<file path="src/logic/mem_pkg.sv">
// Shared definitions for the memory tile
// Sizes, address field offsets, opcode and owner enums,
// and the request structs of the narrow, wide and memory paths
package mem_pkg;

  ////////////////////////////////////////////////////////////////////////////
  // Sizes
  ////////////////////////////////////////////////////////////////////////////

  localparam int unsigned WORD_WIDTH         = 32;
  localparam int unsigned WORD_BYTES         = WORD_WIDTH / 8;
  localparam int unsigned NUM_BANKS_PER_WORD = 4;
  localparam int unsigned LINE_WIDTH         = WORD_WIDTH * NUM_BANKS_PER_WORD;
  localparam int unsigned LINE_BYTES         = LINE_WIDTH / 8;
  localparam int unsigned SRAM_NUM_WORDS     = 64;
  localparam int unsigned NUM_BANK_ROWS      = 2;
  // 2 KiB of byte addresses
  localparam int unsigned ADDR_WIDTH         = 11;

  // Byte address fields
  localparam int unsigned BANK_SEL_OFFSET = 2;
  localparam int unsigned BANK_SEL_WIDTH  = 2;
  localparam int unsigned SRAM_ADDR_OFFSET = 4;
  localparam int unsigned SRAM_ADDR_WIDTH  = 6;
  localparam int unsigned ROW_SEL_OFFSET  = 10;
  localparam int unsigned ROW_SEL_WIDTH   = 1;

  ////////////////////////////////////////////////////////////////////////////
  // Types
  ////////////////////////////////////////////////////////////////////////////

  typedef enum logic [1:0] {
    OP_LOAD,
    OP_STORE,
    OP_AMO_ADD,
    OP_AMO_SWAP
  } narrow_op_e;

  typedef enum logic {
    OWNER_NARROW,
    OWNER_WIDE
  } owner_e;

  typedef struct packed {
    narrow_op_e              op;
    logic [ADDR_WIDTH-1:0]   addr;
    logic [WORD_WIDTH-1:0]   wdata;
    logic [WORD_BYTES-1:0]   be;
  } narrow_req_t;

  typedef struct packed {
    logic                    we;
    logic [ADDR_WIDTH-1:0]   addr;
    logic [LINE_WIDTH-1:0]   wdata;
    logic [LINE_BYTES-1:0]   be;
  } wide_req_t;

  // Arbitrated request to the bank array
  typedef struct packed {
    logic                    we;
    logic [ADDR_WIDTH-1:0]   addr;
    logic [LINE_WIDTH-1:0]   wdata;
    logic [LINE_BYTES-1:0]   be;
  } mem_req_t;

endpackage

</file>
<file path="src/logic/mem_arbiter.sv">
`timescale 1ns/100ps
// Two-way round-robin arbiter in front of the bank array
// Lock from the atomic unit holds the grant on the narrow side,
// a registered owner steers the response one cycle after the grant
module mem_arbiter
  import mem_pkg::*;
(
  input  logic      clk_i,
  input  logic      reset_i,
  // Narrow requester, from the atomic unit
  input  logic      narrow_valid_i,
  input  mem_req_t  narrow_req_i,
  input  logic      narrow_lock_i,
  output logic      narrow_gnt_o,
  output logic      narrow_rsp_valid_o,
  // Wide requester
  input  logic      wide_valid_i,
  input  wide_req_t wide_req_i,
  output logic      wide_gnt_o,
  output logic      wide_rsp_valid_o,
  // To the bank array
  output logic      mem_req_valid_o,
  output mem_req_t  mem_req_o
);

  owner_e   prio_q;
  owner_e   owner_q;
  logic     rsp_pending_q;
  mem_req_t wide_mem_req;

  always_comb begin
    narrow_gnt_o = 1'b0;
    wide_gnt_o   = 1'b0;
    if (narrow_lock_i) begin
      // Atomic in progress, the wide side waits
      narrow_gnt_o = narrow_valid_i;
    end else if (narrow_valid_i && wide_valid_i) begin
      narrow_gnt_o = (prio_q == OWNER_NARROW);
      wide_gnt_o   = (prio_q == OWNER_WIDE);
    end else begin
      narrow_gnt_o = narrow_valid_i;
      wide_gnt_o   = wide_valid_i;
    end
  end

  assign wide_mem_req.we    = wide_req_i.we;
  assign wide_mem_req.addr  = wide_req_i.addr;
  assign wide_mem_req.wdata = wide_req_i.wdata;
  assign wide_mem_req.be    = wide_req_i.be;

  assign mem_req_valid_o = narrow_gnt_o || wide_gnt_o;
  assign mem_req_o       = narrow_gnt_o ? narrow_req_i : wide_mem_req;

  // The side just served gets the lower priority
  always_ff @(posedge clk_i) begin
    if (reset_i) begin
      prio_q        <= OWNER_NARROW;
      owner_q       <= OWNER_NARROW;
      rsp_pending_q <= 1'b0;
    end else begin
      rsp_pending_q <= mem_req_valid_o;
      if (narrow_gnt_o) begin
        owner_q <= OWNER_NARROW;
        prio_q  <= OWNER_WIDE;
      end else if (wide_gnt_o) begin
        owner_q <= OWNER_WIDE;
        prio_q  <= OWNER_NARROW;
      end
    end
  end

  assign narrow_rsp_valid_o = rsp_pending_q && (owner_q == OWNER_NARROW);
  assign wide_rsp_valid_o   = rsp_pending_q && (owner_q == OWNER_WIDE);

endmodule

</file>
<file path="config.mk">
export PLATFORM = sky130hd
export DESIGN_NAME = mem_arbiter
export DESIGN_NICKNAME = d
export VERILOG_FILES = /design/src/logic/mem_pkg.sv /design/src/logic/mem_arbiter.sv
export SDC_FILE = /design/constraint.sdc
export NUM_CORES = 1
export LEC_CHECK = 0
export ABC_AREA = 1
export BUFFER_PORTS_ARGS = -buffer_cell sky130_fd_sc_hd__buf_4
export CAP_MARGIN = 20
export CORE_AREA = 3 3 183 185
export CTS_CLUSTER_DIAMETER = 120
export DETAILED_ROUTE_END_ITERATION = 12
export DIE_AREA = 0 0 186 188
export MAX_ROUTING_LAYER = met4
export PLACE_DENSITY_LB_ADDON = 0.15
export SLEW_MARGIN = 20
export SYNTH_ARGS = -nofsm -noshare
export SYNTH_HDL_FRONTEND = slang
export SYNTH_SLANG_ARGS = --single-unit
export TNS_END_PERCENT = 20
</file>
<file path="constraint.sdc">
create_clock -name clk_i -period 1.5 [get_ports clk_i]
set_input_delay 0.3 -clock clk_i [delete_from_list [all_inputs] [get_ports clk_i]]
set_output_delay 0.3 -clock clk_i [all_outputs]
set_load 0.005 [all_outputs]
</file>
==> metrics.md <==
| Metric | Value |
|---|---|
| Row Count | 66 |
| Ratio of cells with drive above 1 in the final layout | 57.12% |
| Leak | 4.356 nW |
| Mean Syn Cell Area | 4.384 um^2 |
| Sequential area share after synthesis | 2.509% |
| RSZ-0062 raised after global routing | yes |
| Worst setup SP type | flop |
| Worst slew margin | 83.48% |
| Grt ovf | 0 |
| Synthesized flop and latch total | 3 |
| NumNets Final | 1358 |
| Max FO, Critical Path | 7 |
| Post-synthesis cell area | 2394 um^2 |
| Status | complete, but fails checks |
| Total track usage | 11.12% |
| Clock Pin Slew Worst Setup and Hold Paths | 30 ps |
| Starting DRC count in detailed routing | 114 |
| Area of the multi-input gates | 2221 um^2 |
| Placer Congestion | 0.8004 |
| CP required | 1200 ps |
| Max-slew violations | 0 |
| TritonCTS clock tree | done |
| Layout Cell Area excl Fill | 7465 um^2 |
| Post-Route WL | 22.14 mm |
| TritonCTS Buffers | 3 |
| Clock Latency Late Sink | 220 ps |
| Max_cap viols | 0 |
| Final clock skew | 1.173 ps |
| R2R setup slack | 320 ps |
| Die Footprint | 34970 um^2 |
| Placed Area | 6798 um^2 |
| CTS Sinks | 3 |
| RR Endpoint | owner_q$_SDFFE_PP0P_ |
| Slowest Stage Delay on Critical Path | 340 ps |
| Worst-Margin Slew | 247.8 ps |
| DRC Markers | 0 |
| Most common cell after layout, fill and taps aside | buf_4 |
| Hpwl dp | 17.54 mm |
| Gate Count Post-Synth | 546 |
| Most frequent cells in the layout | 486 x buf_4, 276 x nand2_1, 150 x nand3_1 |
| Root Driver | clkbuf_16 |
| Pin count of the biggest net entering global routing | 42 |
| Crit share post-route | 114.8% |
| CP Class | reg2out |
| Final antenna-violating net count | 0 |
| Reg2reg path depth | 6 |
| Area grow syn2layout | 211.9% |
| Reg area | 61.31 um^2 |
| Hold Path Depth | 2 |
| Detailed Routing Iterations Pass 1 | 4 |
| Die W | 186 um |
| Final Util | 23.18% |
| Final min period | 1721 ps |
| Ys Warns | 0 |
| Critical Path End Type | output port |
| RR Startpoint | prio_q$_SDFFE_PP0P_ |
| Top Ports | 478 |
| First-pass GRT wire length | 29.72 mm |
| Synth unique cells | 11 |
| Final setup TNS | -25320 ps |
| Worst setup margin | -221.5 ps |
| Vias in the first global route | 5421 |
| PwrDens | 383.7 nW/um^2 |
| Ant. Diodes | 0 |
| Peak supply drop | 0.2366 mV |
| Final setup fails | 157 |
| H-Tree Depth | 1 |
| Starting Density | 7.432% |
| Port bufs | 477 |
| Hold Crit Start | reset_i |
| Vias | 5418 |
| Core region area | 32210 um^2 |
| Crit path max-delay cell type | dfxtp_2 |
| Syn Nets | 863 |
| CTS max path bufs | 2 |
| Dpl ws | -131.8 ps |
| CP cell instances | nand3_4, nand2_8, clkbuf_16, clkbuf_16, nand2_1, nand2_1, buf_4 |
| HP Class | in2reg |
| Arrival time worst endpoint | 1420 ps |
| Wire length per cell | 15.29 um |
| Layout fillers | 3725 |
| Die Height | 188 um |
| Initial antenna violation count | 0 |
| Violated checks | setup timing |
| Vias per cell | 3.742 |
| Fmax achieved | 580.9 MHz |
| Hold Fails Final Rpt | 0 |
| Worst hold endpoint | rsp_pending_q$_SDFF_PP0_ |
| Final hold slack | 236.9 ps |
-- cell families (layout without fill, tap and decap cells) --
logic type / count (synthesis) / count (layout) / synth area share (%)
flops: 3 / 3 / 2.509
buf+inv: 61 / 555 / 13.43
compound gates: 5 / 5 / 1.045
simple gates: 477 / 477 / 83.01
-- synthesized netlist by cell type --
| cell | count | share of area [%] |
|---|---|---|
| nand2_1 | 317 | 50 |
| dfxtp_1 | 3 | 2.5 |
| nand3_1 | 157 | 33 |
| nor2_1 | 3 | 0.47 |
| inv_1 | 9 | 1.4 |
| buf_1 | 4 | 0.63 |
| clkbuf_1 | 2 | 0.31 |
| o21ai_0 | 1 | 0.21 |
| buf_4 | 14 | 4.4 |
| buf_2 | 32 | 6.7 |
| a21oi_1 | 4 | 0.84 |
-- where the power goes --
part	internal (mW)	leakage, nW	switching (mW)
clock	0.351	0.0382	0.0747
sequential	0.0858	0.0251	0.00362
combinational	1.43	4.29	0.919
total	1.87	4.36	0.998
-- how the worst max path moves through the flow --
stage | start | end | cells past startpoint | slack [ps]
floorplan | prio_q$_SDFFE_PP0P_ | mem_req_o[100] | 6 | 210
global route | prio_q$_SDFFE_PP0P_ | mem_req_o[131] | 7 | -300
finish | prio_q$_SDFFE_PP0P_ | mem_req_o[135] | 7 | -220
global placement | narrow_lock_i | mem_req_o[90] | 9 | -140
detailed placement | narrow_lock_i | mem_req_o[37] | 9 | -130
CTS | prio_q$_SDFFE_PP0P_ | mem_req_o[79] | 7 | -230
-- worst max-delay path, delay by kind of cell, from the launching register on --
kind,cells,cell delay (ps)
and+or+nand+nor,4,370
DFF,1,340
buffers and inverters,3,460
-- stage by stage --
stage	std cells	power, mW
floorplan	546	0.7263
global placement	1433	2.256
detailed placement	1433	2.235
CTS	1443	2.762
global route	1448	3.099
finish	1448	2.864
-- final cells by class --
type	instances	area share, %
tap	408	6.839
clock buffer	4	1.056
sequential	3	0.8213
multi-input combinational	482	29.75
timing repair buffer	542	61.08
inverter	9	0.4526
-- sequential cells by signal, summed over array words and instances (netlist names) --
name	count
owner_q	1
rsp_pending_q	1
prio_q	1
-- per-layer routing --
layer,GRT usage [%],share of wire [%],vias up
li1,-,-,2738
met1,12.47,39,2364
met2,21.04,52,292
met3,1.242,7.6,24
met4,2.234,2.0,0
met5,-,0,-
-- repair_timing --
action	4_1_cts	5_1_grt
setup buffers	3	0
endpoints found under the hold margin	0	0
pin swaps	5	10
endpoints found under the setup margin	157	157
hold buffers	0	0
cloned	3	5
resized for setup	29	70
Note: power is estimated with default switching activity, not from simulation.
