[src/logic/mem_pkg.sv]
// Shared definitions for the memory tile
// Sizes, address field offsets, opcode and owner enums,
// and the request structs of the narrow, wide and memory paths
package mem_pkg;

  ////////////////////////////////////////////////////////////////////////////
  // Sizes
  ////////////////////////////////////////////////////////////////////////////

  localparam int unsigned WORD_WIDTH         = 32;
  localparam int unsigned WORD_BYTES         = WORD_WIDTH / 8;
  localparam int unsigned NUM_BANKS_PER_WORD = 4;
  localparam int unsigned LINE_WIDTH         = WORD_WIDTH * NUM_BANKS_PER_WORD;
  localparam int unsigned LINE_BYTES         = LINE_WIDTH / 8;
  localparam int unsigned SRAM_NUM_WORDS     = 64;
  localparam int unsigned NUM_BANK_ROWS      = 2;
  // 2 KiB of byte addresses
  localparam int unsigned ADDR_WIDTH         = 11;

  // Byte address fields
  localparam int unsigned BANK_SEL_OFFSET = 2;
  localparam int unsigned BANK_SEL_WIDTH  = 2;
  localparam int unsigned SRAM_ADDR_OFFSET = 4;
  localparam int unsigned SRAM_ADDR_WIDTH  = 6;
  localparam int unsigned ROW_SEL_OFFSET  = 10;
  localparam int unsigned ROW_SEL_WIDTH   = 1;

  ////////////////////////////////////////////////////////////////////////////
  // Types
  ////////////////////////////////////////////////////////////////////////////

  typedef enum logic [1:0] {
    OP_LOAD,
    OP_STORE,
    OP_AMO_ADD,
    OP_AMO_SWAP
  } narrow_op_e;

  typedef enum logic {
    OWNER_NARROW,
    OWNER_WIDE
  } owner_e;

  typedef struct packed {
    narrow_op_e              op;
    logic [ADDR_WIDTH-1:0]   addr;
    logic [WORD_WIDTH-1:0]   wdata;
    logic [WORD_BYTES-1:0]   be;
  } narrow_req_t;

  typedef struct packed {
    logic                    we;
    logic [ADDR_WIDTH-1:0]   addr;
    logic [LINE_WIDTH-1:0]   wdata;
    logic [LINE_BYTES-1:0]   be;
  } wide_req_t;

  // Arbitrated request to the bank array
  typedef struct packed {
    logic                    we;
    logic [ADDR_WIDTH-1:0]   addr;
    logic [LINE_WIDTH-1:0]   wdata;
    logic [LINE_BYTES-1:0]   be;
  } mem_req_t;

endpackage

[src/logic/atomic_unit.sv]
`timescale 1ns/100ps
// Narrow port front end
// Places words in their lane of the line and extracts returned words,
// resolves atomic add and swap as a locked read followed by a write
module atomic_unit
  import mem_pkg::*;
(
  input  logic                  clk_i,
  input  logic                  reset_i,
  // Narrow port
  input  logic                  req_valid_i,
  input  narrow_req_t           req_i,
  output logic                  gnt_o,
  output logic                  rsp_valid_o,
  output logic [WORD_WIDTH-1:0] rdata_o,
  // To the arbiter
  output logic                  mem_valid_o,
  output mem_req_t              mem_req_o,
  output logic                  mem_lock_o,
  input  logic                  mem_gnt_i,
  input  logic                  mem_rsp_valid_i,
  input  logic [LINE_WIDTH-1:0] mem_rdata_i
);

  typedef enum logic [1:0] {
    IDLE,
    AMO_READ_WAIT,
    AMO_WRITE
  } amo_state_e;

  // Bookkeeping of the access granted last cycle
  typedef struct packed {
    logic                      internal;
    logic [BANK_SEL_WIDTH-1:0] lane;
  } inflight_t;

  amo_state_e state_q;
  amo_state_e state_d;
  inflight_t  inflight_q;

  narrow_req_t               amo_q;
  logic [WORD_WIDTH-1:0]     old_q;
  logic [WORD_WIDTH-1:0]     rsp_word;
  logic [WORD_WIDTH-1:0]     amo_result;
  logic [BANK_SEL_WIDTH-1:0] req_lane;
  logic [BANK_SEL_WIDTH-1:0] amo_lane;
  logic                      req_is_amo;

  // Byte enables of one word moved to its lane
  function automatic logic [LINE_BYTES-1:0] lane_be(input logic [BANK_SEL_WIDTH-1:0] lane,
                                                    input logic [WORD_BYTES-1:0] be);
    logic [LINE_BYTES-1:0] line_be;
    line_be = '0;
    for (int i = 0; i < NUM_BANKS_PER_WORD; i++) begin
      if (lane == BANK_SEL_WIDTH'(i)) begin
        line_be[i*WORD_BYTES +: WORD_BYTES] = be;
      end
    end
    return line_be;
  endfunction

  assign req_lane   = req_i.addr[BANK_SEL_OFFSET +: BANK_SEL_WIDTH];
  assign amo_lane   = amo_q.addr[BANK_SEL_OFFSET +: BANK_SEL_WIDTH];
  assign req_is_amo = (req_i.op == OP_AMO_ADD) || (req_i.op == OP_AMO_SWAP);
  assign rsp_word   = mem_rdata_i[inflight_q.lane*WORD_WIDTH +: WORD_WIDTH];
  // Full word, wraps modulo 2^32
  assign amo_result = (amo_q.op == OP_AMO_ADD) ? old_q + amo_q.wdata : amo_q.wdata;

  ////////////////////////////////////////////////////////////////////////////
  // Request path and atomic FSM
  ////////////////////////////////////////////////////////////////////////////

  always_comb begin
    state_d         = state_q;
    mem_valid_o     = 1'b0;
    mem_req_o.we    = 1'b0;
    mem_req_o.addr  = req_i.addr;
    mem_req_o.wdata = {NUM_BANKS_PER_WORD{req_i.wdata}};
    mem_req_o.be    = lane_be(req_lane, req_i.be);
    case (state_q)
      IDLE: begin
        mem_valid_o  = req_valid_i;
        mem_req_o.we = (req_i.op == OP_STORE);
        if (req_valid_i && mem_gnt_i && req_is_amo) begin
          state_d = AMO_READ_WAIT;
        end
      end
      AMO_READ_WAIT: begin
        if (mem_rsp_valid_i) begin
          state_d = AMO_WRITE;
        end
      end
      AMO_WRITE: begin
        mem_valid_o     = 1'b1;
        mem_req_o.we    = 1'b1;
        mem_req_o.addr  = amo_q.addr;
        mem_req_o.wdata = {NUM_BANKS_PER_WORD{amo_result}};
        mem_req_o.be    = lane_be(amo_lane, '1);
        if (mem_gnt_i) begin
          state_d = IDLE;
        end
      end
      default: state_d = IDLE;
    endcase
  end

  assign mem_lock_o = (state_q != IDLE);
  assign gnt_o      = (state_q == IDLE) && mem_gnt_i;

  // Old value returns with the write grant, internal accesses stay hidden
  assign rsp_valid_o = ((state_q == AMO_WRITE) && mem_gnt_i) ||
                       (mem_rsp_valid_i && !inflight_q.internal);
  assign rdata_o     = (state_q == AMO_WRITE) ? old_q : rsp_word;

  always_ff @(posedge clk_i) begin
    if (reset_i) begin
      state_q    <= IDLE;
      inflight_q <= '0;
    end else begin
      state_q <= state_d;
      if (mem_gnt_i) begin
        inflight_q.internal <= (state_q != IDLE) || req_is_amo;
        inflight_q.lane     <= mem_req_o.addr[BANK_SEL_OFFSET +: BANK_SEL_WIDTH];
      end
    end
  end

  always_ff @(posedge clk_i) begin
    if ((state_q == IDLE) && mem_gnt_i && req_is_amo) begin
      amo_q <= req_i;
    end
    if ((state_q == AMO_READ_WAIT) && mem_rsp_valid_i) begin
      old_q <= rsp_word;
    end
  end

endmodule

[config.mk]
export PLATFORM = sky130hd
export DESIGN_NAME = atomic_unit
export DESIGN_NICKNAME = d
export VERILOG_FILES = /design/src/logic/mem_pkg.sv /design/src/logic/atomic_unit.sv
export SDC_FILE = /design/constraint.sdc
export NUM_CORES = 1
export LEC_CHECK = 0
export BUFFER_PORTS_ARGS = -buffer_cell sky130_fd_sc_hd__buf_2
export CORE_AREA = 5 5 142 144
export DETAILED_ROUTE_END_ITERATION = 12
export DIE_AREA = 0 0 147 149
export PLACE_DENSITY = 0.68
export SYNTH_ARGS = -nofsm -noshare
export SYNTH_HDL_FRONTEND = slang
export SYNTH_SLANG_ARGS = --single-unit
export TNS_END_PERCENT = 100
[constraint.sdc]
create_clock -name clk_i -period 7.01 [get_ports clk_i]
set_input_delay 1.0515 -clock clk_i [delete_from_list [all_inputs] [get_ports clk_i]]
set_output_delay 1.0515 -clock clk_i [all_outputs]
set_load 0.005 [all_outputs]
==> results.py, run 1 <==
metrics = {
    "yosys": {
        "synth.ff_latch_count": 82,
        "synth_edf_count": 77,
        "ys_seq_area_share_pct": 35.0,
        "async_reset_ff_share_pct": 0,
        "syn_nets": 970,
        "syn_avg_cell_area_um2": 9.12,
        "ys_warn_count": 0,
        "ys.flop_type": "edfxtp_1",
        "synthCells": 756,
        "syn_area_mm2": 0.00690,
        "ys_types": 59,
    },
    "critical_path": {
        "path_buf_inv": 1,
        "crit_path_max_incr_delay_ns": 0.54,
        "crit_family": "compound AO/OA/AOI/OAI gates",
        "cp_cell_sequence": "ha_1 > fa_1 > a21oi_2 > o211ai_2 > nand4_4 > a2111oi_2 > o2111ai_2 > a31oi_2 > xor2_1 > nand2_1 > a31oi_1 > buf_2",
        "critical_path.max_fanout": 4,
        "critPathCaptureType": "primary output",
        "worstSetupStartpointType": "flop",
        "worstPathArrival_ns": 3.48,
        "required_ns": 5.96,
        "critPathKind": "reg2out",
        "cp_slowest_cell": "a2111oi_2",
    },
    "routing": {
        "drc_errors": 0,
        "first_iter_violations": 373,
        "first_pass_iters": 7,
        "vias": 6377,
        "avgViaCountPerCell": 5.10,
        "wl_per_cell_um": 18.1,
        "ant_nets": 0,
        "wl_mm": 22.6,
    },
    "final_layout": {
        "fill_cells": 1788,
        "regArea_mm2": 0.00241,
        "area_growth_pct": 23.7,
        "multiInputGateArea_mm2": 0.00359,
        "stdcell_count": 1250,
        "drive_gt1_share_pct": 44.4,
        "finalNetCount": 1224,
    },
    "placement": {
        "portBuffers": 373,
        "dp_cells": 1233,
        "hpwlAfterDp_mm": 17.8,
        "place.gp.congestion": 0.892,
    },
    "sta": {
        "finalMaxSlewViolations": 0,
        "period_share_pct": 64.6,
        "slew_headroom_pct": 22.9,
        "hold_violations": 0,
        "setup_viol": 0,
        "rsz0062_at_grt": "no",
        "finClkSkew_ns": 0.00583,
        "tightest_slew_ns": 1.16,
        "max_freq_mhz": 221,
        "tns_ns": 0,
        "min_period_ns": 4.53,
    },
    "cts": {
        "cts_resized": 0,
        "cts_sinks": 82,
        "clock-root-buffer": "clkbuf_16",
        "cts_made_buffers": 9,
        "cts_max_path_buffers": 2,
        "postCtsSetupBuffers": 0,
        "cts_tree": "built",
        "clk_pin_slew_ns": 0.06,
        "hold_buffers": 0,
        "htreeDepth": 3,
        "clk_latency_ns": 0.34,
    },
    "floorplanning": {
        "die_y_um": 149,
        "io_pins": 374,
        "rows": 50,
        "dieWidth_um": 147,
        "initial_utilization_pct": 37.1,
        "fp.dieArea_mm2": 0.0219,
        "core-area_mm2": 0.0186,
    },
    "grt": {
        "grt_max_degree": 54,
        "grt_pass1_wl_mm": 34.6,
        "antenna_found_initial": 1,
        "overflow": 0,
        "grt_pass1_vias": 6557,
        "track_usage_pct": 19.8,
    },
    "power": {
        "peakVddDrop_v": 0.000117,
        "power_density_mw_per_mm2": 166,
        "leakage_nw": 4.03,
        "power.total_w": 0.00142,
    },
    "run_status": {
        "status": "finished, final reports clean",
    },
    "job": {
        "maxCapViolCount": 0,
    },
    "worst_hold_path": {
        "min_path_type": "reg2reg",
    },
}
==> worst min-delay path: cells and delay by family (launching register included) <==
| kind | cells | cell delay, ns |
|---|---|---|
| AO/OA/AOI/OAI | 1 | 0.05 |
| AND/OR/NAND/NOR | 1 | 0.08 |
| flip-flops | 1 | 0.31 |
==> cell usage in the layout (no fill, tap or decap), drive strengths merged, types with 5 or more instances in the layout <==
| master | Yosys | layout |
|---|---|---|
| dfxtp | 5 | 5 |
| nand2b | 6 | 6 |
| and3 | 6 | 6 |
| inv | 9 | 9 |
| mux4 | 32 | 32 |
| o21ai | 45 | 45 |
| xnor2 | 15 | 15 |
| nand2 | 181 | 181 |
| a21oi | 55 | 55 |
| clkbuf | 31 | 10 |
| a21o | 14 | 14 |
| nand4 | 8 | 8 |
| a31oi | 12 | 12 |
| nor2 | 50 | 50 |
| ha | 31 | 31 |
| buf | 105 | 379 |
| nand3 | 9 | 9 |
| edfxtp | 77 | 77 |
| xor2 | 10 | 10 |
==> power by group <==
| part | switching (W) | internal, W |
|---|---|---|
| Sequential | 0.0000193 | 0.000560 |
| Combinational | 0.000186 | 0.000183 |
| Clock | 0.000195 | 0.000274 |
| Total | 0.000401 | 0.00102 |
==> final cells by class <==
cell class                 instances  area share (%)
antenna                            1          0.0293
clock buffer                      10            2.68
clock inverter                     6           0.675
inverter                           9           0.396
multi-input combinational        529            42.1
sequential                        82            28.3
tap                              234            3.43
timing repair buffer             379            22.4
==> Yosys cell counts (all sizes together), types with 4 or more instances <==
cell	number	area [um^2]
xor2	10	87.6
nand2b	6	37.5
a21oi	55	298
nand2	181	682
a21o	14	105
dfxtp	5	100
ha	31	388
nor2	50	188
or3	4	25.0
a221o	4	40.0
and2	4	27.5
xnor2	15	131
inv	9	33.8
edfxtp	77	2310
nand4	8	65.1
nor2b	4	25.0
mux4	32	721
and3	6	37.5
buf	105	771
nand3	9	45.0
o21ai	45	225
a311oi	4	35.0
a31oi	12	81.3
clkbuf	31	116
==> metal layers <==
layer	global-route usage (%)	vias to the layer above	routed length [um]
met1	23.7	2968	9140
met2	35.4	268	11500
met4	6.38	0	431
li1	-	3117	-
met3	4.59	24	1530
met5	0	-	0
==> metrics by stage <==
stage / cell area, um^2 / setup slack [ns] / hold slack (ns) / utilization (%)
CTS: 8530 / 2.42 / 0.489 / 45.9
global placement: 8240 / 2.89 / 0.473 / 44.4
detailed placement: 8240 / 2.79 / 0.480 / 44.4
floorplan: 6900 / 3.02 / 0.453 / -
global route: 8530 / 2.22 / 0.540 / 45.9
finish: 8530 / 2.48 / 0.486 / 45.9
==> worst paths after layout <==
path / end / cells after the start / slack (ns) / start
hold / removal: inflight_q[2]$_SDFFE_PP0P_ / 2 / 0.49 / inflight_q[2]$_SDFFE_PP0P_
hold reg to reg: inflight_q[2]$_SDFFE_PP0P_ / 2 / 0.49 / inflight_q[2]$_SDFFE_PP0P_
setup / recovery: mem_req_o[138] / 12 / 2.48 / old_q[0]$_DFFE_PP_
setup reg to reg: old_q[20]$_DFFE_PP_ / 2 / 4.88 / inflight_q[0]$_SDFFE_PP0P_
==> state kept, by name, summed over array words and instances (netlist names) <==
name and cells:
amo_q 43, old_q 32, inflight_q 3, amo_lane 2
state_q 2
==> cell families after synthesis <==
family | synth area share (%)
compound gates | 14.7
xor+xnor | 3.18
fa+ha+maj | 5.92
buf+inv | 13.4
flops | 35.0
mux | 10.9
simple gates | 17.0
(Power assumes the default switching activity.)
==> inputs of run 2 (changes only) <==
==> constraint.sdc (replaced) <==
create_clock -name clk_i -period 4.52 [get_ports clk_i]
set_input_delay 0.678 -clock clk_i [delete_from_list [all_inputs] [get_ports clk_i]]
set_output_delay 0.678 -clock clk_i [all_outputs]
set_load 0.005 [all_outputs]
==> run 2 against run 1 <==
Effect of this change:
- via count up 0.13%
- final cell count up 0.40%
- critical path depth decreased by 1
- sequential cell count is the same
- largest cell class unchanged
==> results.py, run 2 (same netlist as run 1, synthesis figures left out) <==
metrics = {
    "sta": {
        "min_period_ns": 4.13,
        "finClkSkew_ns": 0.00757,
        "tightest_slew_ns": 1.15,
        "rsz0062_at_grt": "no",
        "hold_violations": 0,
        "final.setup.worst_slack_ns": 0.386,
        "tns_ns": 0,
        "finalMaxSlewViolations": 0,
        "setup_viol": 0,
        "slew_headroom_pct": 23.5,
        "period_share_pct": 91.5,
        "max_freq_mhz": 242,
    },
    "grt": {
        "overflow": 0,
        "track_usage_pct": 19.5,
        "antenna_found_initial": 4,
        "grt_pass1_wl_mm": 34.0,
        "grt_max_degree": 60,
        "grt_pass1_vias": 6402,
    },
    "floorplanning": {
        "die_y_um": 149,
        "core-area_mm2": 0.0186,
        "io_pins": 374,
        "rows": 50,
        "fp.dieArea_mm2": 0.0219,
        "initial_utilization_pct": 37.1,
        "dieWidth_um": 147,
    },
    "cts": {
        "htreeDepth": 3,
        "clock-root-buffer": "clkbuf_16",
        "postCtsSetupBuffers": 0,
        "clk_pin_slew_ns": 0.07,
        "cts_resized": 0,
        "cts_tree": "built",
        "cts_max_path_buffers": 2,
        "cts_made_buffers": 9,
        "cts_sinks": 82,
        "clk_latency_ns": 0.34,
        "hold_buffers": 0,
    },
    "critical_path": {
        "cp_slowest_cell": "a2111oi_2",
        "worstPathArrival_ns": 3.46,
        "crit_path_max_incr_delay_ns": 0.53,
        "required_ns": 3.84,
        "crit_family": "compound AO/OA/AOI/OAI gates",
        "cp_cell_sequence": "ha_1 > nand2_2 > o211ai_2 > nand4_4 > a2111oi_2 > o2111ai_2 > a31oi_2 > a311oi_1 > mux2i_1 > a221o_1 > buf_2",
        "path_buf_inv": 1,
        "critPathCaptureType": "primary output",
        "critical_path.max_fanout": 4,
        "worstSetupStartpointType": "flop",
        "critPathKind": "reg2out",
    },
    "power": {
        "power.total_w": 0.00221,
        "leakage_nw": 4.04,
        "peakVddDrop_v": 0.000158,
        "power_density_mw_per_mm2": 257,
    },
    "final_layout": {
        "largest-register": "amo_q",
        "most-common-layout-cells": "buf_2, nand2_1, edfxtp_1",
        "layout_commonest_cell": "buf_2",
        "fill_cells": 1843,
        "drive_gt1_share_pct": 44.5,
        "regArea_mm2": 0.00241,
        "multiInputGateArea_mm2": 0.00359,
        "area_growth_pct": 24.4,
        "reg_top3": "amo_q (43), old_q (32), inflight_q (3)",
        "finalNetCount": 1226,
        "final_util_pct": 46.1,
        "largest_register_ffs": 43,
    },
    "routing": {
        "drc_errors": 0,
        "avgViaCountPerCell": 5.09,
        "first_iter_violations": 307,
        "wl_mm": 22.4,
        "vias": 6385,
        "first_pass_iters": 5,
        "wl_per_cell_um": 17.8,
        "ant_nets": 0,
    },
    "job": {
        "maxCapViolCount": 0,
    },
    "placement": {
        "post-place-ws_ns": 0.726,
        "hpwlAfterDp_mm": 17.8,
        "portBuffers": 373,
        "place.gp.congestion": 0.876,
    },
    "run_status": {
        "status": "finished, final reports clean",
    },
    "worst_hold_path": {
        "min_path_type": "reg2reg",
    },
}
## run 2: changes by cell type in the layout (fill, tap and decap cells not counted)
cell	delta
clkinvlp_4	+2
clkinv_2	-3
diode_2	+3
inv_6	+1
buf_4	+1
buf_12	+1
## run 2: worst register-to-register path, delay by kind of cell, from the launching register on
kind / cells / cell delay (ns)
flops: 1 / 0.83
mux: 1 / 0.58
buf+inv: 1 / 0.43
## run 2: metrics by stage
stage | std cells | cell area, um^2 | hold WS [ns]
2_1_floorplan | 756 | 6900 | 0.453
3_3_place_gp | 1235 | 8270 | 0.472
3_5_place_dp | 1235 | 8270 | 0.501
4_1_cts | 1251 | 8560 | 0.506
5_1_grt | 1255 | 8570 | 0.508
6_report | 1255 | 8570 | 0.509
## run 2: power by group
part / switching (W) / leakage [nW] / internal (W) / total (W)
Combinational: 0.000286 / 3.15 / 0.000284 / 0.000570
Clock: 0.000308 / 0.135 / 0.000429 / 0.000737
Sequential: 0.0000311 / 0.752 / 0.000869 / 0.000900
Total: 0.000625 / 4.04 / 0.00158 / 0.00221
## run 2: final timing paths
check,start,slack (ns),end,depth (start not counted)
hold / removal,inflight_q[2]$_SDFFE_PP0P_,0.51,inflight_q[2]$_SDFFE_PP0P_,2
setup reg to reg,inflight_q[0]$_SDFFE_PP0P_,2.41,old_q[26]$_DFFE_PP_,2
setup / recovery,old_q[3]$_DFFE_PP_,0.39,mem_req_o[78],11
hold reg to reg,inflight_q[2]$_SDFFE_PP0P_,0.51,inflight_q[2]$_SDFFE_PP0P_,2
## run 2: final cells by class
| cell class | count | share of cell area [%] |
|---|---|---|
| multi-input cells | 529 | 41.9 |
| inverters | 9 | 0.394 |
| repair buffers | 381 | 22.6 |
| clock inverters | 6 | 0.773 |
| diodes | 4 | 0.117 |
| flip-flops and latches | 82 | 28.2 |
| clock buffers | 10 | 2.67 |
| well taps | 234 | 3.41 |
## run 2: per-layer routing
metal	vias up	routed length, um	part of all wire (%)	global-route usage, %
met1	2953	9030	40	23.7
met4	0	416	1.9	7.32
li1	3120	-	-	-
met5	-	0	0	0
met2	288	11300	51	34.3
met3	24	1600	7.1	3.83
